==> config.mk <==
export PLATFORM = sky130hd
export DESIGN_NAME = byte_queue
export DESIGN_NICKNAME = d
export VERILOG_FILES = /design/src/source/byte_queue.sv
export VERILOG_INCLUDE_DIRS = /design/src /design/src/include
export SDC_FILE = /design/constraint.sdc
export NUM_CORES = 1
export LEC_CHECK = 0
export BUFFER_PORTS_ARGS = -buffer_cell sky130_fd_sc_hd__buf_4
export CORE_ASPECT_RATIO = 0.9
export CORE_UTILIZATION = 53
export CTS_BUF_LIST = sky130_fd_sc_hd__clkbuf_4
export CTS_CLUSTER_DIAMETER = 40
export DETAILED_ROUTE_END_ITERATION = 6
export PLACE_DENSITY = 0.77
export SYNTH_ARGS = -nofsm -noshare
export SYNTH_HDL_FRONTEND = slang
export SYNTH_SLANG_ARGS = --single-unit
export TNS_END_PERCENT = 100
==> constraint.sdc <==
create_clock -name CLK -period 2.3 [get_ports CLK]
set_input_delay 0.23 -clock CLK [delete_from_list [all_inputs] [get_ports CLK]]
set_output_delay 0.23 -clock CLK [all_outputs]
set_load 0.02 [all_outputs]
==> src/include/eeprom_macros.svh <==
`ifndef EEPROM_MACROS_SVH
`define EEPROM_MACROS_SVH

// array geometry
`define EEPROM_ADDR_W 11
`define EEPROM_DEPTH 2048

// upper nibble of every control byte
`define EEPROM_DEV_CODE 4'b1010

// entries in the command and read-result queues
`define EEPROM_QUEUE_DEPTH 4

// CLK cycles per SCL period, split into quarters by the master
`define EEPROM_BIT_CYCLES 4

`endif

==> src/source/byte_queue.sv <==
`timescale 1ns/10ps
`include "eeprom_macros.svh"

module byte_queue #(
    parameter type item_t = logic [7:0]
) (
    input  logic  CLK,
    input  logic  RESET,
    input  logic  push,
    input  item_t push_item,
    input  logic  pop,
    output item_t head,
    output logic  full,
    output logic  empty
);
    localparam int depth = `EEPROM_QUEUE_DEPTH;
    localparam int ptr_w = $clog2(depth);

    item_t            mem [depth];
    logic [ptr_w-1:0] wr_ptr;
    logic [ptr_w-1:0] rd_ptr;
    logic [ptr_w:0]   count;
    logic             do_push;
    logic             do_pop;

    assign do_push = push && !full;  // overflow drops the item
    assign do_pop  = pop && !empty;
    assign full    = (count == (ptr_w+1)'(depth));
    assign empty   = (count == '0);
    assign head    = mem[rd_ptr];

    always_ff @(posedge CLK)
    begin
        if (RESET)
        begin
            wr_ptr <= '0;
            rd_ptr <= '0;
            count  <= '0;
        end
        else
        begin
            if (do_push)
                wr_ptr <= (wr_ptr == ptr_w'(depth - 1)) ? '0 : wr_ptr + 1'b1;
            if (do_pop)
                rd_ptr <= (rd_ptr == ptr_w'(depth - 1)) ? '0 : rd_ptr + 1'b1;
            if (do_push && !do_pop)
                count <= count + 1'b1;
            else if (do_pop && !do_push)
                count <= count - 1'b1;
        end
    end

    always_ff @(posedge CLK)
    begin
        if (do_push)
            mem[wr_ptr] <= push_item;
    end

endmodule

## Word-level counts from Yosys, hierarchy flattened

Memory sizes are Yosys's and may differ from the RTL's. A register that Yosys moved wholly into a read port is not among the register bits.
Index checks and enable logic that the tools add are counted.
Widths: inputs -> output; s select.

| storage, ports and cells | value |
|---|---|
| memories | 1 |
| output and inout port bits | 10 |
| flip-flop bits (word level) | 7 |
| word-level logic and storage cells | 29 |
| bits in writable memories | 32 |

| cells by class | value |
|---|---|
| mux-type cells | 8 |
| add/subtract/negate cells | 4 |
| equal/unequal tests | 3 |
| reductions and logical operators | 10 |

Memories:

| name | depth | width | read ports | clocked after memory_dff | write ports | line | RTL |
|---|---|---|---|---|---|---|---|
| mem | 4 | 8 | 1 | 1 | 1 | byte_queue.sv:19 | `item_t mem [depth];` |

Operators by type and width:

| operator | number |
|---|---|
| $mux 2 | 4 |
| $mux 3 | 2 |
| $add 2x1->2 const B | 2 |
| $eq 2x2->1 const B | 2 |
| $logic_and 1x1->1 | 4 |
| $logic_not 1->1 | 4 |
| $add 3x1->3 const B | 1 |
| $eq 3x3->1 const B | 1 |
| $logic_not 3->1 | 1 |
| $sub 3x1->3 const B | 1 |
| $mux 1 | 2 |
| $reduce_bool 2->1 | 1 |

## Longest topological paths before layout

Gate-level depths: netlist (run 1).

| logic depth | value |
|---|---|
| word-level depth | 7 |
| gate-level depth with buffers | 10 |
| depth with buffers taken out | 9 |

## Worst setup path after synthesis (run 1)

Ideal clock, no wire load.

| timing path | value |
|---|---|
| path kind | reg-to-reg |
| start | reg count[0] |
| end | reg count[2] |
| data arrival time | 2.124 ns |
| library setup time | 0.070 ns |
| period minus slack after synthesis | 2.194 ns |
| slack | 0.106 ns |
| path buffers | 1 |
| stages on the path, launching flop included | 11 |
| required time | 2.230 ns |
| cell sequence | dfxtp_1 > or3b_1 > buf_6 > clkinv_4 > nor2_2 > ha_1 > inv_1 > fa_1 > xor2_1 > or3_2 > a21oi_1 |

| between the ends | value |
|---|---|
| cells in the longest elaborated chain, start to end | 6 |
| elaborated cells between the ends (all ways) | 15 |
| classes of those cells | 2 x add/sub; 1 x eq/ne; 2 x mux; 10 x reduce/logical |

Ends and longest elaborated chain:

| element | line | RTL |
|---|---|---|
| from (decl) | byte_queue.sv:22 | `logic [ptr_w:0] count;` |
| from (signal assigned) | byte_queue.sv:47 | `count <= count + 1'b1;` |
| from (signal assigned) | byte_queue.sv:49 | `count <= count - 1'b1;` |
| $eq 3x3->1 * | byte_queue.sv:28 | `assign full = (count == (ptr_w+1)'(depth));` |
| via full | byte_queue.sv:13 | `output logic full,` |
| $logic_not 1->1 * | byte_queue.sv:26 | `assign do_push = push && !full;` |
| $logic_and 1x1->1 * | byte_queue.sv:26 |  |
| via do_push | byte_queue.sv:23 | `logic do_push;` |
| $logic_not 1->1 | byte_queue.sv:48 | `else if (do_pop && !do_push)` |
| $logic_and 1x1->1 | byte_queue.sv:48 |  |
| $reduce_bool 2->1 (no source line) | - |  |

The timed path passes the listed nets; every way through them passes the cells marked *. The select of a mux whose other input is x is not followed.
A chain may end at the register's enable or synchronous reset.

## Worst setup path in the final report (run 1)

| timing path | value |
|---|---|
| start | reg count[2] |
| end | reg count[2] |

| between the ends | value |
|---|---|
| cells in the longest elaborated chain, start to end | 6 |
| elaborated cells between the ends (all ways) | 15 |
| classes of those cells | 2 x add/sub; 1 x eq/ne; 2 x mux; 10 x reduce/logical |

Ends and longest elaborated chain:

| element | line |
|---|---|
| $eq 3x3->1 * | byte_queue.sv:28 |
| $logic_not 1->1 * | byte_queue.sv:26 |
| $logic_and 1x1->1 * | byte_queue.sv:26 |
| via do_push | byte_queue.sv:23 |
| $logic_not 1->1 | byte_queue.sv:48 |
| $logic_and 1x1->1 | byte_queue.sv:48 |
| $reduce_bool 2->1 (no source line) | - |

Marks and branches as above.

==> results of run 1 <==
==> cells by family (layout without fill, tap and decap cells) <==
family,Yosys count,after routing,synth area share
xor gates and xnor gates,2,2,0.01065
AOI/OAI and AO/OA,7,7,0.03041
and+or+nand+nor,16,16,0.05704
DFF,41,41,0.6935
adders and majority gates,7,7,0.05779
buffers and inverters,9,35,0.02889
muxes,10,10,0.1217
==> flip-flops by register name, summed over array words and instances (netlist names), named ones only <==
name / cells
count: 3
mem: 32
wr_ptr: 2
rd_ptr: 2
==> cells in the final DEF (no fill, tap or decap), types with 3 or more instances in the layout <==
master    Yosys  layout
nor2_1        3       3
dfxtp_1       9       6
a21oi_1       3       3
inv_1         4       4
mux4_2        8       8
and3_2        4       4
dfxtp_2       0       3
edfxtp_1     32      32
buf_4         0      22
clkbuf_4      0       6
ha_1          6       5
==> per-layer routing <==
| layer | vias up | GRT usage |
|---|---|---|
| met3 | 4 | 0.05674 |
| li1 | 399 | - |
| met4 | 0 | 0.09091 |
| met5 | - | 0 |
| met2 | 19 | 0.2784 |
| met1 | 422 | 0.2032 |
==> through the flow <==
step                      utilization  cell area (µm²)  hold slack [ps]  power [µW]  std cells
after floorplan                     -             1645            328.9        1395         92
after global placement         0.6473             1837            430.0        1570        150
final                          0.6834             1939            85.37        2050        158
after detailed placement       0.6473             1837            436.0        1594        150
after CTS                      0.6755             1917            79.30        2041        158
after global routing           0.6834             1939            63.02        2157        158
==> timing repair <==
action | 4_1_cts | 5_1_grt
hold endpoints to repair | 0 | 0
gates resized for setup | 0 | 7
endpoints found under the setup margin | 0 | 1
==> worst max path at each step <==
stage	cells after the start	slack [ps]	endpoint	startpoint
2_1_floorplan	10	110	count[2]$_SDFFE_PP0P_	count[0]$_SDFFE_PP0P_
3_3_place_gp	9	120	count[2]$_SDFFE_PP0P_	count[0]$_SDFFE_PP0P_
3_5_place_dp	9	20	count[2]$_SDFFE_PP0P_	count[0]$_SDFFE_PP0P_
4_1_cts	9	0.4	count[2]$_SDFFE_PP0P_	count[0]$_SDFFE_PP0P_
5_1_grt	9	30	count[2]$_SDFFE_PP0P_	count[2]$_SDFFE_PP0P_
6_report	9	130	count[2]$_SDFFE_PP0P_	count[2]$_SDFFE_PP0P_
==> cell type report <==
type | instances | area (µm²) | share of cell area
clock buffers | 6 | 45.04 | 0.02323
multi-input cells | 42 | 475.5 | 0.2452
well taps | 40 | 50.05 | 0.02581
clock inverters | 2 | 35.03 | 0.01806
repair buffers | 22 | 165.2 | 0.08516
inverters | 5 | 23.77 | 0.01226
flip-flops and latches | 41 | 1145 | 0.5903
==> worst max-delay path: cells and delay by family, from the launching register on <==
family / cells / cell delay (ps)
buffers and inverters: 2 / 110
and+or+nand+nor: 3 / 760
adders and majority gates: 2 / 570
DFF: 1 / 370
AOI/OAI and AO/OA: 1 / 140
xor gates and xnor gates: 1 / 160
==> power groups by stage <==
stage	Combinational, µW	Clock (µW)	Sequential, µW
floorplan	435	0	960
global placement	564	0	1010
detailed placement	580	0	1010
CTS	582	461	997
global route	643	492	1020
finish	592	454	1000
==> qor.txt, run 1 <==
Top FF cell, synth = edfxtp_1
worst hold stages = 1
synthesized flop and latch total = 41
PortBufs = 21
top cell type by total area after synthesis = edfxtp_1
# diodes = 0
later-pin clock latency in the skew report = 340 ps
Yosys cell types = 26
Crit. End Element = flip-flop
Final Max Tran Viols = 0
Yosys warnings = 0
critical-path maximum fanout = 5
crit start category = flip-flop
combinational group share of total power = 0.289
vias = 844
initial antenna violation count = 0
Final ANT Viol Nets = 0
initial drt markers = 21
Slew @ Worst Pin = 543.7 ps
cells along the critical path = or3b_4, clkinv_4, nor2_4, ha_2, inv_1, fa_1, xor2_1, or3_2, a21oi_1
first-pass GRT wire length = 3.732 mm
sequential share of power = 0.490
die width = 60.73 µm
skew final = 13.60 ps
post-route clock period utilization = 0.9432
Initial Utilization = 0.5798
top sig layer = met4
Syn Inst Count = 92
reg2reg start = count[2]$_SDFFE_PP0P_
CP peak stage delay = 400 ps
Met2 Wirelength = 1.234 mm
final setup fails = 0
reg2reg setup slack = 130 ps
PwrDens = 1057 nW/µm²
DIE HEIGHT = 54.86 µm
Clock power frac = 0.222
Root Buffer Master = clkbuf_4
vias in the first global route = 820
worst slack, placed = 21.10 ps
# clock sinks = 41
share of layout cells above drive strength 1 = 0.4407
Hold WC Path Type = input pin to flip-flop
top cells by area, synth = edfxtp_1 (58%), dfxtp_1 (11%), mux4_2 (11%)
synthesized area = 1645 µm²
DIE AREA = 3331 µm²
worst setup margin = 130.6 ps
number of synthesized flops with an enable pin = 32
total wire length = 2.433 mm
synth cell count leaders = edfxtp_1 (32), dfxtp_1 (9), mux4_2 (8), ha_1 (6)
Setup Fix Bufs, Post-CTS = 0
row count = 18
Psw = 598.8 µW
total congestion overflow = 0
synthesized area per cell = 17.88 µm²
minimum clock period = 2169 ps
critical path data required time = 2570 ps
post-synth top area share = 0.5840
FMAX = 0.4609 GHz
CTS clk-pin slew, worst paths = 120 ps
max cap viols = 0
# IOs = 22
WL/cell = 15.40 µm
Int Pwr = 1452 µW
CORE AREA = 2838 µm²
TritonCTS buffer count = 5
endpoints failing hold = 0
filler cell count = 202
Metal-1 WL = 1.042 mm
R2R depth = 9
post-synthesis sequential area ratio = 0.6935
CTS tree = yes
number of H-tree levels = 2
Synthesized Nets = 111
reg2reg end = count[2]$_SDFFE_PP0P_
critical path class = flip-flop to flip-flop
Worst Hold End = mem[1][3]$_DFFE_PP_
worst vdd ir = 0.6081 mV
CTS max path bufs = 2
Slew headroom = 0.6371
CP arrival = 2440 ps
drt pass-1 iters = 4
most frequent cell after synthesis = edfxtp_1
fin nets = 136
setup TNS = 0 ps
DRC = 0
Synth async-reset ratio = 0
RSZ-0062 raised after global routing = false
hpwl dp = 1.739 mm
Area Overhead vs Synth = 17.87%
vias per cell = 5.342
status = finished, final reports clean
gr usage total = 0.1709
Leak = 0.0007175 µW
RePlAce Congestion = 0.7830
largest net degree at the start of global routing = 14
Met3 Routed Length = 113 µm
switching share of power = 0.2920
Hold Buf Count CTS = 0
worst hold path startpoint = push_item[3]
slowest cell on the critical path = or3_2
No activity file was read; power rests on OpenSTA's default activity.
==> inputs of run 2 (changes only) <==
--- a/config.mk
+++ b/config.mk
@@ -8,5 +8,4 @@
 export LEC_CHECK = 0
-export BUFFER_PORTS_ARGS = -buffer_cell sky130_fd_sc_hd__buf_4
 export CORE_ASPECT_RATIO = 0.9
-export CORE_UTILIZATION = 53
+export CORE_UTILIZATION = 54
 export CTS_BUF_LIST = sky130_fd_sc_hd__clkbuf_4
@@ -14,3 +13,5 @@
 export DETAILED_ROUTE_END_ITERATION = 6
-export PLACE_DENSITY = 0.77
+export DONT_BUFFER_PORTS = 1
+export PLACE_DENSITY = 0.72
+export SLEW_MARGIN = 20
 export SYNTH_ARGS = -nofsm -noshare
==> constraint.sdc (replaced) <==
create_clock -name CLK -period 2.3 [get_ports CLK]
set_input_delay 0.115 -clock CLK [delete_from_list [all_inputs] [get_ports CLK]]
set_output_delay 0.115 -clock CLK [all_outputs]
set_load 0.02 [all_outputs]
==> qor.txt, run 2 (synthesis results as in run 1) <==
status = finished, final reports clean
Crit. End Element = flip-flop
gr usage total = 0.1799
CP arrival = 2430 ps
number of H-tree levels = 2
# diodes = 0
endpoints failing hold = 0
initial drt markers = 10
final instance area = 1861 µm²
commonest non-fill, non-tap cell in the layout = edfxtp_1
filler cell count = 203
skew final = 5.539 ps
worst vdd ir = 0.4276 mV
CTS tree = yes
hpwl dp = 1.653 mm
CTS max path bufs = 2
critical-path maximum fanout = 5
minimum clock period = 2165 ps
FMAX = 0.4620 GHz
die width = 60.19 µm
Final Max Tran Viols = 0
most frequent cells in the layout = edfxtp_1 (32), dlygate4sd3_1 (10), mux4_2 (8)
TritonCTS buffer count = 5
CORE AREA = 2815 µm²
post-route clock period utilization = 0.9411
top flop regs = mem x32, count x3
Slew @ Worst Pin = 643.9 ps
Root Buffer Master = clkbuf_4
PortBufs = 0
drt pass-1 iters = 4
CTS clk-pin slew, worst paths = 110 ps
initial antenna violation count = 0
Hold WC Path Type = input pin to flip-flop
RSZ-0062 raised after global routing = false
crit start category = flip-flop
hold_ws = 43.56 ps
setup TNS = 0 ps
WL/cell = 16.49 µm
max cap viols = 0
DIE AREA = 3272 µm²
placed cell area = 1694 µm²
RePlAce Congestion = 0.6474
largest net degree at the start of global routing = 13
total wire length = 2.473 mm
Leak = 0.0006545 µW
Final ANT Viol Nets = 0
vias in the first global route = 804
DIE HEIGHT = 54.37 µm
max reg flops = 32
register area = 1145 µm²
total congestion overflow = 0
row count = 18
Area Overhead vs Synth = 13.08%
critical path data required time = 2570 ps
power consumption = 1819 µW
share of layout cells above drive strength 1 = 0.2909
Initial Utilization = 0.5844
first-pass GRT wire length = 3.850 mm
PwrDens = 977.6 nW/µm²
later-pin clock latency in the skew report = 330 ps
Slew headroom = 0.5674
vias per cell = 5.333
final setup fails = 0
area of the multi-input gates = 461.7 µm²
critical path class = flip-flop to flip-flop
DRC = 0
largest reg by FF count = mem
vias = 800
# clock sinks = 41
# IOs = 22
fin nets = 128
[run 2: changes by cell type in the layout (fill, tap and decap cells not counted), sizes merged]
cell / before / now
bufinv: 1 / 0
buf: 22 / 4
clkinv: 2 / 4
dlygate4sd3: 0 / 10
clkbuf: 6 / 5
[run 2: power breakdown]
group          switching [µW]  internal [µW]
clock                     211            111
combinational             271            230
sequential               89.6            907
total                     571           1250
[run 2: final timing paths]
| check | from | end | slack [ps] | depth (start not counted) |
|---|---|---|---|---|
| max reg2reg | count[2]$_SDFFE_PP0P_ | count[2]$_SDFFE_PP0P_ | 140 | 9 |
| min | push | wr_ptr[1]$_SDFFE_PP0P_ | 40 | 3 |
| min reg2reg | rd_ptr[0]$_SDFFE_PP0P_ | rd_ptr[0]$_SDFFE_PP0P_ | 510 | 2 |
| max | count[2]$_SDFFE_PP0P_ | count[2]$_SDFFE_PP0P_ | 140 | 9 |
[run 2: routing by layer]
metal	wire length, µm	global-route usage
met2	1209	0.2821
met3	118	0.07565
met5	0	0
met1	1122	0.2178
met4	23	0.08140
[run 2: repair_timing]
item,4_1_cts,5_1_grt
endpoints found under the setup margin,0,1
resized for setup,0,5
endpoints found under the hold margin,41,0
buffers inserted,0,1
hold buffers,10,0
[run 2: per-stage QoR]
stage | utilization | instances | worst slack [ps]
2_1_floorplan | - | 92 | 106.1
3_3_place_gp | 0.6018 | 131 | 132.4
3_5_place_dp | 0.6018 | 131 | 53.68
4_1_cts | 0.6551 | 149 | 40.63
5_1_grt | 0.6609 | 150 | 6.743
6_report | 0.6609 | 150 | 135.4
[run 2: worst max-delay path, stage by stage, from the launching register on]
cell	delay (ps)
dfxtp_2	360
or3b_4	250
clkinv_4	50
nor2_2	120
ha_2	200
inv_1	50
fa_1	370
xor2_1	150
or3_2	410
a21oi_1	140
[run 2: layout make-up]
class                      count  area share
clock buffer                   5     0.02017
tap                           40     0.02690
multi-input combinational     42      0.2482
sequential                    41      0.6153
clock inverter                 3    0.006725
inverter                       5     0.01278
timing repair buffer          14     0.06994
