## src/include/eeprom_macros.svh

```systemverilog
`ifndef EEPROM_MACROS_SVH
`define EEPROM_MACROS_SVH

// array geometry
`define EEPROM_ADDR_W 11
`define EEPROM_DEPTH 2048

// upper nibble of every control byte
`define EEPROM_DEV_CODE 4'b1010

// entries in the command and read-result queues
`define EEPROM_QUEUE_DEPTH 4

// CLK cycles per SCL period, split into quarters by the master
`define EEPROM_BIT_CYCLES 4

`endif

```

## src/source/eeprom_pkg.sv

```systemverilog
`include "eeprom_macros.svh"

package eeprom_pkg;

    // one queued request from the user side
    typedef struct packed {
        logic                       write; // 0 = random read
        logic [`EEPROM_ADDR_W-1:0]  addr;
        logic [7:0]                 wdata; // don't care on reads
    } eeprom_cmd_t;

    typedef struct packed {
        logic [`EEPROM_ADDR_W-1:0]  addr;
        logic [7:0]                 rdata;
    } eeprom_rd_t;

    // bus transaction phases, shared by master and device
    typedef enum logic [3:0] {
        ph_idle,
        ph_start,
        ph_ctrl,
        ph_addr,
        ph_wdata,
        ph_restart,
        ph_rctrl,
        ph_rdata,
        ph_stop
    } bus_phase_t;

endpackage

```

## src/source/eeprom_serial_master.sv

```systemverilog
`timescale 1ns/10ps
`include "eeprom_macros.svh"

module eeprom_serial_master (
    input  logic                    CLK,
    input  logic                    RESET,
    input  eeprom_pkg::eeprom_cmd_t cmd,
    input  logic                    cmd_ready,
    input  logic                    rd_full,
    output logic                    cmd_take,
    output logic                    done,
    output logic                    rd_valid,
    output eeprom_pkg::eeprom_rd_t  rd_result,
    output logic                    idle,
    output logic                    scl,
    output logic                    sda_drive_low,
    input  logic                    sda
);
    import eeprom_pkg::*;

    localparam int q_w = $clog2(`EEPROM_BIT_CYCLES);
    localparam logic [q_w-1:0] q_last = q_w'(`EEPROM_BIT_CYCLES - 1);
    localparam logic [q_w-1:0] q_mid  = q_w'(`EEPROM_BIT_CYCLES / 2);

    bus_phase_t  phase;
    bus_phase_t  next_phase;
    logic [q_w-1:0] q;           // quarter within the current bit
    logic [3:0]  bit_cnt;        // 8 data bits then the ack slot
    logic [7:0]  sh;
    eeprom_cmd_t cur;
    logic        bit_end;
    logic        byte_phase;
    logic        phase_done;
    logic        scl_hi;

    // no new read while a result would find the read queue full
    assign cmd_take   = (phase == ph_idle) && !done && cmd_ready && (cmd.write || !rd_full);
    assign idle       = (phase == ph_idle) && !done;
    assign bit_end    = (q == q_last);
    assign scl_hi     = (q != '0) && (q != q_last);
    assign byte_phase = (phase == ph_ctrl) || (phase == ph_addr) || (phase == ph_wdata) ||
                        (phase == ph_rctrl) || (phase == ph_rdata);
    assign phase_done = !byte_phase || (bit_cnt == 4'd8);

    assign rd_result.addr  = cur.addr;
    assign rd_result.rdata = sh;

    always_comb
    begin
        case (phase)
            ph_start:   next_phase = ph_ctrl;
            ph_ctrl:    next_phase = ph_addr;
            ph_addr:    next_phase = cur.write ? ph_wdata : ph_restart;
            ph_wdata:   next_phase = ph_stop;
            ph_restart: next_phase = ph_rctrl;
            ph_rctrl:   next_phase = ph_rdata;
            ph_rdata:   next_phase = ph_stop;
            default:    next_phase = ph_idle;
        endcase
    end

    // SCL and SDA shapes per phase; SDA moves in quarter 0 of normal bits
    always_comb
    begin
        case (phase)
            ph_idle:
            begin
                scl           = 1'b1;
                sda_drive_low = 1'b0;
            end
            ph_start:
            begin
                scl           = (q != q_last);
                sda_drive_low = (q >= q_mid);  // falls with SCL high
            end
            ph_restart:
            begin
                scl           = scl_hi;
                sda_drive_low = (q >= q_mid);
            end
            ph_stop:
            begin
                scl           = (q != '0);
                sda_drive_low = (q < q_mid);   // rises with SCL high
            end
            ph_rdata:
            begin
                scl           = scl_hi;
                sda_drive_low = 1'b0;          // device data, then our nack
            end
            default:
            begin
                scl           = scl_hi;
                sda_drive_low = (bit_cnt != 4'd8) && !sh[7];
            end
        endcase
    end

    always_ff @(posedge CLK)
    begin
        if (RESET)
        begin
            phase    <= ph_idle;
            q        <= '0;
            bit_cnt  <= '0;
            done     <= 1'b0;
            rd_valid <= 1'b0;
        end
        else
        begin
            done     <= 1'b0;
            rd_valid <= 1'b0;
            if (cmd_take)
            begin
                phase   <= ph_start;
                q       <= '0;
                bit_cnt <= '0;
            end
            else if (phase != ph_idle)
            begin
                q <= bit_end ? '0 : q + 1'b1;
                if (bit_end && !phase_done)
                    bit_cnt <= bit_cnt + 1'b1;
                else if (bit_end)
                begin
                    bit_cnt <= '0;
                    phase   <= next_phase;
                    if (phase == ph_stop)
                    begin
                        done     <= 1'b1;
                        rd_valid <= !cur.write;
                    end
                end
            end
        end
    end

    always_ff @(posedge CLK)
    begin
        if (cmd_take)
            cur <= cmd;
        if (phase == ph_rdata && q == q_mid && bit_cnt != 4'd8)
            sh <= {sh[6:0], sda};  // sample while SCL is high
        else if (bit_end && phase_done)
        begin
            case (next_phase)
                ph_ctrl:  sh <= {`EEPROM_DEV_CODE, cur.addr[`EEPROM_ADDR_W-1:8], 1'b0};
                ph_addr:  sh <= cur.addr[7:0];
                ph_wdata: sh <= cur.wdata;
                ph_rctrl: sh <= {`EEPROM_DEV_CODE, cur.addr[`EEPROM_ADDR_W-1:8], 1'b1};
                default:  sh <= sh;  // keep read byte through stop
            endcase
        end
        else if (bit_end && phase != ph_rdata)
            sh <= {sh[6:0], 1'b0};
    end

endmodule

```

## config.mk

```make
export PLATFORM = sky130hd
export DESIGN_NAME = eeprom_serial_master
export DESIGN_NICKNAME = d
export VERILOG_FILES = /design/src/source/eeprom_pkg.sv /design/src/source/eeprom_serial_master.sv
export VERILOG_INCLUDE_DIRS = /design/src /design/src/include
export SDC_FILE = /design/constraint.sdc
export NUM_CORES = 1
export LEC_CHECK = 0
export BUFFER_PORTS_ARGS = -buffer_cell sky130_fd_sc_hd__buf_4
export CAP_MARGIN = 20
export CORE_MARGIN = 4
export CORE_UTILIZATION = 40
export DETAILED_ROUTE_END_ITERATION = 7
export MAX_ROUTING_LAYER = met4
export PLACE_DENSITY = 0.67
export SYNTH_ARGS = -nofsm -noshare
export SYNTH_HDL_FRONTEND = slang
export SYNTH_SLANG_ARGS = --single-unit
```

## constraint.sdc

```tcl
create_clock -name CLK -period 2.54 [get_ports CLK]
set_input_delay 0.381 -clock CLK [delete_from_list [all_inputs] [get_ports CLK]]
set_output_delay 0.381 -clock CLK [all_outputs]
set_load 0.02 [all_outputs]
```

# Yosys cells after proc, flatten, opt, wreduce, memory -nomap -nowiden
# Cells that the tools add are included.
[classes]
n_addsub = 2
magnitude_cmp = 2
eq_ne = 20
n_mux = 16
bitwise_logic = 4
n_reduce_logical = 39
[ops]
columns = ["cell", "count"]
rows = [
  ["8-bit one-hot mux with 4 select lines", 1],
  ["4-bit by 3-bit == test with 1-bit output (second input constant)", 6],
  ["8-bit two-way mux", 3],
  ["4-bit one-hot mux with 6 select lines", 1],
  ["4-bit by 2-bit == test with 1-bit output (second input constant)", 4],
  ["1-bit logical AND", 10],
  ["4-bit == test (second input constant)", 2],
  ["4-bit two-way mux", 2],
  ["2-bit nonzero test", 4],
  ["2-bit OR reduction", 4],
  ["1-bit zero test", 6],
  ["1-bit logical OR", 6],
  ["1-bit two-way mux", 6],
  ["6-bit by 2-bit inequality test with 1-bit output (second input constant)", 1],
  ["1-bit one-hot mux with 3 select lines", 2],
  ["3-bit AND reduction", 2],
  ["6-bit OR reduction", 1],
  ["5-bit OR reduction", 1],
  ["4-bit by 1-bit adder with 4-bit output (second input constant)", 1],
  ["2-bit == test (second input constant)", 2],
  ["4-bit by 1-bit == test with 1-bit output (second input constant)", 1],
  ["4-bit zero test", 1],
  ["2-bit inequality test (second input constant)", 2],
  ["4-bit by 3-bit inequality test with 1-bit output (second input constant)", 1],
  ["other kinds (9)", 13],
]
[totals]
reg_bits = 40
in_bits = 25
output_inout_bits = 25
word_cells = 93

# Logic depth before layout (Yosys ltp)
# Gate-level depths: netlist of the first run.
[depth]
word_depth = 12
ltp_mapped = 7
mapped_depth_nobuf = 6

# Worst setup path after synthesis of the first run
# Ideal clock, no wire load.
[synth_timing]
kind = "reg-to-reg"
start = "reg phase[0]"
end = "reg cur[0] in the netlist's numbering (enable)"
setup_ns = 0.385
arrival_time_ns = 1.591
t_required_ns = 2.155
path_slack_ns = 0.564
path_stages_with_launch = 4
n_path_buf = 1
period_less_slack_ns = 1.976
path_cell_list = "dfxtp_1 buf_2 nor4_4 and4_1"
[synth_via]
elab_chain_cells = 4
[synth_rtl]
columns = ["element", "line", "source"]
rows = [
  ["start, declared", "eeprom_serial_master.sv:25", "bus_phase_t phase;"],
  ["start signal, assigned", "eeprom_serial_master.sv:103", "phase <= ph_idle;"],
  ["start signal, assigned", "eeprom_serial_master.sv:115", "phase <= ph_start;"],
  ["start signal, assigned", "eeprom_serial_master.sv:127", "phase <= next_phase;"],
  ["4-bit zero test", "eeprom_serial_master.sv:37", "assign cmd_take = (phase == ph_idle) && !done && cmd_ready && (cmd.write || !rd_full);"],
  ["1-bit logical AND (3 in series)", "eeprom_serial_master.sv:37", ""],
  ["net cmd_take", "eeprom_serial_master.sv:10", "output logic cmd_take,"],
  ["end signal, assigned", "eeprom_serial_master.sv:141", "cur <= cmd;"],
  ["end, declared", "eeprom_serial_master.sv:30", "eeprom_cmd_t cur;"],
]
# The timed path passes the listed nets, and every way through them passes these cells.
# A chain may end at the register's enable or synchronous reset.

# Worst setup path after layout of the first run
[layout_timing]
start = "reg phase[0]"
end = "out scl"
[layout_via]
elab_chain_cells = 2
word_cells_on_any_way = 4
cone_classes = "eq/ne: 2; mux: 1; reduce/logical: 1"
[layout_rtl]
columns = ["element", "line", "source"]
rows = [
  ["4-bit == test, or another cell as far along", "eeprom_serial_master.sv:65", "case (phase)"],
  ["1-bit one-hot mux with 3 select lines (*)", "eeprom_serial_master.sv:65", ""],
  ["end, declared", "eeprom_serial_master.sv:15", "output logic scl,"],
]
# Mark *: on every way between the ends. The rest lies on a longest branch, timed or not.

==> impl_metrics.tcl, run 1 <==
set metrics [dict create \
    gp_congestion 0.878 \
    period_minus_slack_ns 2.26 \
    drc 0 \
    met2_length_mm 2.05 \
    grt_pass1_wl_mm 7.10 \
    synth_mux_area_share_pct 5.09 \
    hold_buffers 0 \
    nets 262 \
    rsz0062_at_grt "no" \
    post_cts_buffers 0 \
    drive_above_1_share_pct 32.2 \
    synthMostInstantiatedCell "edfxtp_1" \
    dp_cells 292 \
    status "finished, final reports clean" \
    cp_cell_sequence "buf_4 -> nor2_1 -> a22o_1 -> a21oi_1 -> buf_4" \
    wl_mm 4.38 \
    yosysTopAreaCell "edfxtp_1" \
    die_w_um 79.8 \
    yosysSeqAreaShare_pct 52.4 \
    power.leakage_nw 0.969 \
    ys_ff_latch 40 \
    crit_arrival_ns 1.88 \
    worst_ep_required_time_ns 2.16 \
    slowest_stage "dfxtp_1" \
    root_buffer "clkbuf_8" \
    grt-ovfl-total 0 \
    synth_top_area_share_pct 40.7 \
    cap_violations 0 \
    worst_path_largest_cell_delay_ns 0.64 \
    timing.final.crit_share_pct 89.0 \
    finalMaxSlewViolations 0 \
    async_reset_ff_share_pct 0 \
    yosysUniqueCellTypes 46 \
    hp-class "input port to register" \
    synth_top_family_by_area "simple AND/OR/NAND/NOR gates" \
    cts_sinks 40 \
    hpwlAfterDp_mm 3.31 \
    die_h_um 79.8 \
    portBuffers 49 \
    fin_tns_setup_ns 0 \
    cp_max_fo 15 \
    cts_tree "yes" \
    diodes 0 \
    yosys_warnings 0 \
    syn_inst 191 \
    setup_viol_count_final 0 \
    io_pins 50 \
    wl_met1_mm 1.97 \
    antenna_found_initial 0 \
    cp_common_cell "buf_4" \
    skew_ns 0.00418 \
    wl_per_cell_um 14.6 \
    path_class "register to primary output" \
    fin_cells 300 \
    start_kind "register" \
    critPathTopFamily "flip-flops" \
    dieArea_um2 6370 \
    finalPower_w 0.00129 \
    maxSlewHeadroom_pct 59.6 \
    synth_common_cells "28 x edfxtp_1, 18 x nand2_1, 14 x a21oi_1, 14 x nor2_1, 12 x dfxtp_1" \
    maxUsedRoutingLayer "met4" \
    yosys.area_share.simple_pct 18.7 \
    syn-num-nets 221 \
    ant_nets 0 \
    cts_max_path_buffers 2 \
    regToRegSetupSlack_ns 0.42 \
    synthFlopType "edfxtp_1" \
    final_util_pct 51.7 \
    drtIter0Drc 155 \
    htreeDepth 2 \
    fmax_mhz 442 \
    synthAdderAreaFrac_pct 3.03 \
    cts_resized 0 \
    cts.clk_slew.worst_paths_ns 0.08 \
    synthXorXnorAreaFrac_pct 0.848 \
    grt_max_degree 18 \
    clk_latency_ns 0.29 \
    start_util_pct 42.6 \
    synth.area.top_cells "edfxtp_1 41%, dfxtp_1 12%, buf_4 4.0%, a21oi_1 3.4%, nand2_1 3.3%" \
    p_per_area_nw_per_um2 516 \
    cts-buffers-inserted 5 \
    critPathCaptureType "primary output" \
    synth_edf_count 28 \
    synth_compound_area_share_pct 12.1 \
    crit_buf_inv 2 \
    grt.total_usage_pct 14.8 \
    final_hold_viol_count 0 \
    syn_avg_cell_area_um2 10.8 \
    grt_pass1_vias 1448 \
    synthesis.area_um2 2060 \
    vdd.ir_drop.worst_mv 0.453 \
    row_count 25 \
    first_pass_iters 4 \
    area_delta_synth_final_pct 21.5 \
    wl_met3_um 301 \
    viasPerCell 5.14 \
    vias 1543 \
    core_area_um2 4850 \
    tightest_slew_ns 0.605 \
]
[cell families (layout without fill, tap and decap cells)]
kind of cell | after synthesis | count (layout)
AOI/OAI and AO/OA | 39 | 39
DFF | 40 | 40
xor gates and xnor gates | 2 | 2
buffers and inverters | 28 | 70
adders and majority gates | 5 | 5
and+or+nand+nor | 69 | 69
muxes | 8 | 8
[cell type report]
type                            count  area [µm²]
Inverter                            8        30.0
Multi-Input combinational cell    123         822
Sequential cell                    40        1080
Timing Repair Buffer               54         405
Fill cell                         444        2340
Clock buffer                        6        72.6
Tap cell                           67        83.8
Clock inverter                      2        12.5
[power by group]
group | internal [W] | switching (W)
Combinational | 0.0000676 | 0.0000722
Clock | 0.000192 | 0.000219
Sequential | 0.000724 | 0.0000189
[per-stage QoR]
| step | area, µm² | setup WS (ns) | hold slack [ns] |
|---|---|---|---|
| floorplan | 2060 | 0.564 | 0.450 |
| global placement | 2420 | 0.489 | 0.525 |
| detailed placement | 2420 | 0.450 | 0.532 |
| CTS | 2510 | 0.284 | 0.253 |
| global route | 2510 | 0.102 | 0.244 |
| finish | 2510 | 0.278 | 0.260 |
[placed cells by master (no fill, tap or decap), drive strengths merged, types with 3 or more instances in the layout]
cell	count
a21oi	14
buf	54
clkbuf	6
dfxtp	12
edfxtp	28
ha	5
inv	8
mux2	8
nand2	18
nand2b	3
nand3	7
nand4	5
nor2	14
nor2b	7
nor3	3
o21ai	7
[worst paths after layout]
kind / startpoint / to / depth (start not counted)
max: phase[0] / scl / 5
min: RESET / phase[0] / 2
min reg2reg: q[1] / q[1] / 2
max reg2reg: bit_cnt[0] / sh[1] / 6
[sequential cells by signal, indices dropped and copies added (netlist names)]
name	count
sh	8
cur	9
q	2
rd_valid	1
rd_result	11
done	1
phase	4
bit_cnt	4
[layer usage]
layer	global-route usage (%)	up-vias
met5	-	-
met4	5.41	0
met3	3.84	6
met2	21.5	59
met1	19.9	706
li1	-	772
[worst reg2reg max path, cell delays in order, from the launching register on]
cell and delay [ns]:
dfxtp_1 0.36, inv_1 0.08, ha_1 0.21, nand3b_1 0.20, o21a_1 0.22, a21o_1 0.35, o221a_2 0.39
Note: power is estimated with default switching activity, not from simulation.
==> run 2: changes to the inputs <==
ABC_AREA = 1   (was unset)
==> impl_metrics.tcl, run 2 <==
set metrics [dict create \
    fin_tns_setup_ns 0 \
    layout_common_cells "51 x buf_4, 45 x nand2_1, 28 x edfxtp_1, 26 x inv_1, 22 x nor2_1" \
    power.leakage_nw 1.09 \
    worst_path_largest_cell_delay_ns 0.46 \
    start_kind "register" \
    syn-num-nets 249 \
    synth_compound_area_share_pct 7.15 \
    worst_ep_required_time_ns 2.16 \
    regToRegSetupSlack_ns 0.64 \
    rsz0062_at_grt "no" \
    worstHoldStart "cmd[2]" \
    drive_above_1_share_pct 29.8 \
    synth_edf_count 28 \
    hold_end "cur[2]" \
    io_pins 50 \
    gp_congestion 0.853 \
    finalMaxSlewViolations 0 \
    clk_latency_ns 0.30 \
    htreeDepth 2 \
    yosysTopAreaCell "edfxtp_1" \
    setup_viol_count_final 0 \
    dieArea_um2 6280 \
    hold_buffers 0 \
    path_class "register to primary output" \
    cts_sinks 40 \
    slowest_stage "dfxtp_1" \
    whs_path_depth 1 \
    hp-class "input port to register" \
    synth.area.top_cells "edfxtp_1 41%, dfxtp_1 12%, nand2_1 8.3%, inv_1 4.8%, buf_4 4.1%" \
    ant_nets 0 \
    hpwlAfterDp_mm 3.33 \
    antenna_found_initial 0 \
    syn_avg_cell_area_um2 9.27 \
    final_common_cell "buf_4" \
    grt_util_met1_pct 19.2 \
    cts_resized 0 \
    grt_use_met3_pct 4.08 \
    status "finished, final reports clean" \
    synth_common_cells "45 x nand2_1, 28 x edfxtp_1, 26 x inv_1" \
    synthFlopType "edfxtp_1" \
    viasPerCell 4.64 \
    fmax_mhz 478 \
    grt_max_degree 15 \
    crit_start "phase[0]" \
    p_per_area_nw_per_um2 557 \
    vias 1540 \
    post_cts_buffers 0 \
    grt_pass1_wl_mm 7.12 \
    diodes 0 \
    cp_cell_sequence "nand2_1 -> nor3_1 -> nor3_1 -> nand3b_1 -> o211ai_1 -> buf_4" \
    skew_ns 0.00927 \
    root_buffer "clkbuf_8" \
    yosys_warnings 0 \
    timing.hold.ws_ns 0.256 \
    grt_pass1_vias 1557 \
    syn_inst 219 \
    crit_arrival_ns 1.71 \
    wl_mm 4.22 \
    grt_use_met2_pct 23.0 \
    wl_per_cell_um 12.7 \
    cts_max_path_buffers 2 \
    synthAdderAreaFrac_pct 3.08 \
    die_w_um 79.3 \
    cap_violations 0 \
    grt-ovfl-total 0 \
    cp_max_fo 7 \
    period_minus_slack_ns 2.09 \
    nets 294 \
    ys_ff_latch 40 \
    cts.clk_slew.worst_paths_ns 0.08 \
    synth_mux_area_share_pct 0 \
    portBuffers 49 \
    die_h_um 79.3 \
    critPathTopFamily "simple AND/OR/NAND/NOR gates" \
    crit_buf_inv 1 \
    yosysUniqueCellTypes 31 \
    row_count 25 \
    drc 0 \
    largest_reg_flops 11 \
    r2r_start "bit_cnt[1]" \
    cts_tree "yes" \
    area_delta_synth_final_pct 23.3 \
    r2r_cells 8 \
    timing.final.crit_share_pct 82.4 \
    async_reset_ff_share_pct 0 \
    grt-busiest-layer "met2" \
    synth_top_family_by_area "simple AND/OR/NAND/NOR gates" \
    cp_common_cell "nor3_1" \
    first_pass_iters 4 \
    final_hold_viol_count 0 \
    nFillCells 481 \
    critPathCaptureType "primary output" \
    maxSlewHeadroom_pct 75.4 \
    drtIter0Drc 90 \
    synth_top_area_share_pct 41.4 \
    start_util_pct 42.2 \
    grt.total_usage_pct 15.0 \
    reg2reg_to "sh[2]" \
    synthMostInstantiatedCell "nand2_1" \
    tightest_slew_ns 0.366 \
    synthesis.area_um2 2030 \
    synthXorXnorAreaFrac_pct 0.863 \
    yosys.area_share.simple_pct 25.0 \
    core_area_um2 4820 \
    final_util_pct 52.0 \
    cts-buffers-inserted 5 \
    vdd.ir_drop.worst_mv 0.320 \
    yosysSeqAreaShare_pct 53.2 \
]
==> run 2: cell types whose count changed in the layout (fill, tap and decap cells not counted), moves of 5 or more <==
cell     change
nand2_2      +5
a21oi_1      -7
nor2_1       +8
nand3_1      +7
nand2_1     +27
inv_1       +18
nor2b_1      -7
==> run 2: per-stage QoR <==
stage          area, µm²  power (W)  worst slack, ns  cells
5_1_grt             2500    0.00145            0.266    332
4_1_cts             2500    0.00141            0.423    332
6_report            2500    0.00140            0.446    332
3_3_place_gp        2390   0.000891            0.734    324
2_1_floorplan       2030   0.000831            0.692    219
3_5_place_dp        2390   0.000891            0.645    324
==> run 2: power breakdown <==
part	internal [W]	total [W]	switching [W]	leakage [nW]
Sequential	0.000723	0.000736	0.0000130	0.359
Combinational	0.0000624	0.000139	0.0000770	0.674
Clock	0.000291	0.000521	0.000230	0.0541
Total	0.00108	0.00140	0.000320	1.09
==> run 2: worst max-delay path by stage <==
stage                               end  cells past startpoint
after global routing      sda_drive_low                      6
after CTS                 sda_drive_low                      7
after detailed placement          sh[3]                      8
after floorplan                  cur[0]                      6
final                     sda_drive_low                      6
after global placement            sh[3]                      8
==> run 2: kinds of logic (layout without fill, tap and decap cells) <==
group                      after synthesis  in the layout
and+or+nand+nor                        105            105
buffers and inverters                   43             89
DFF                                     40             40
AOI/OAI and AO/OA                       24             24
adders and majority gates                5              5
xor gates and xnor gates                 2              2
==> run 2: area by class of cell <==
cell class                      instances  area (µm²)  area share (%)
Clock buffer                            5        68.8            2.75
Clock inverter                          3        42.5            1.70
Inverter                               30         113            4.50
Multi-Input combinational cell        136         732            29.2
Sequential cell                        40        1080            43.2
Tap cell                               67        83.8            3.35
Timing Repair Buffer                   51         383            15.3
==> run 2: worst register-to-register path, cell delays in order (launching register included) <==
cell,delay (ns)
dfxtp_1,0.38
inv_1,0.06
ha_1,0.18
nand3b_1,0.16
nand3_2,0.15
nand2_4,0.13
inv_2,0.10
nand3_1,0.09
o21a_1,0.32
==> run 2: per-layer routing <==
metal / share of wire [%] / up-vias / routed length (µm)
met2: 46 / 57 / 1960
li1: - / 800 / -
met4: 1.4 / 0 / 61
met3: 7.0 / 5 / 295
met1: 45 / 678 / 1910
met5: 0 / - / 0
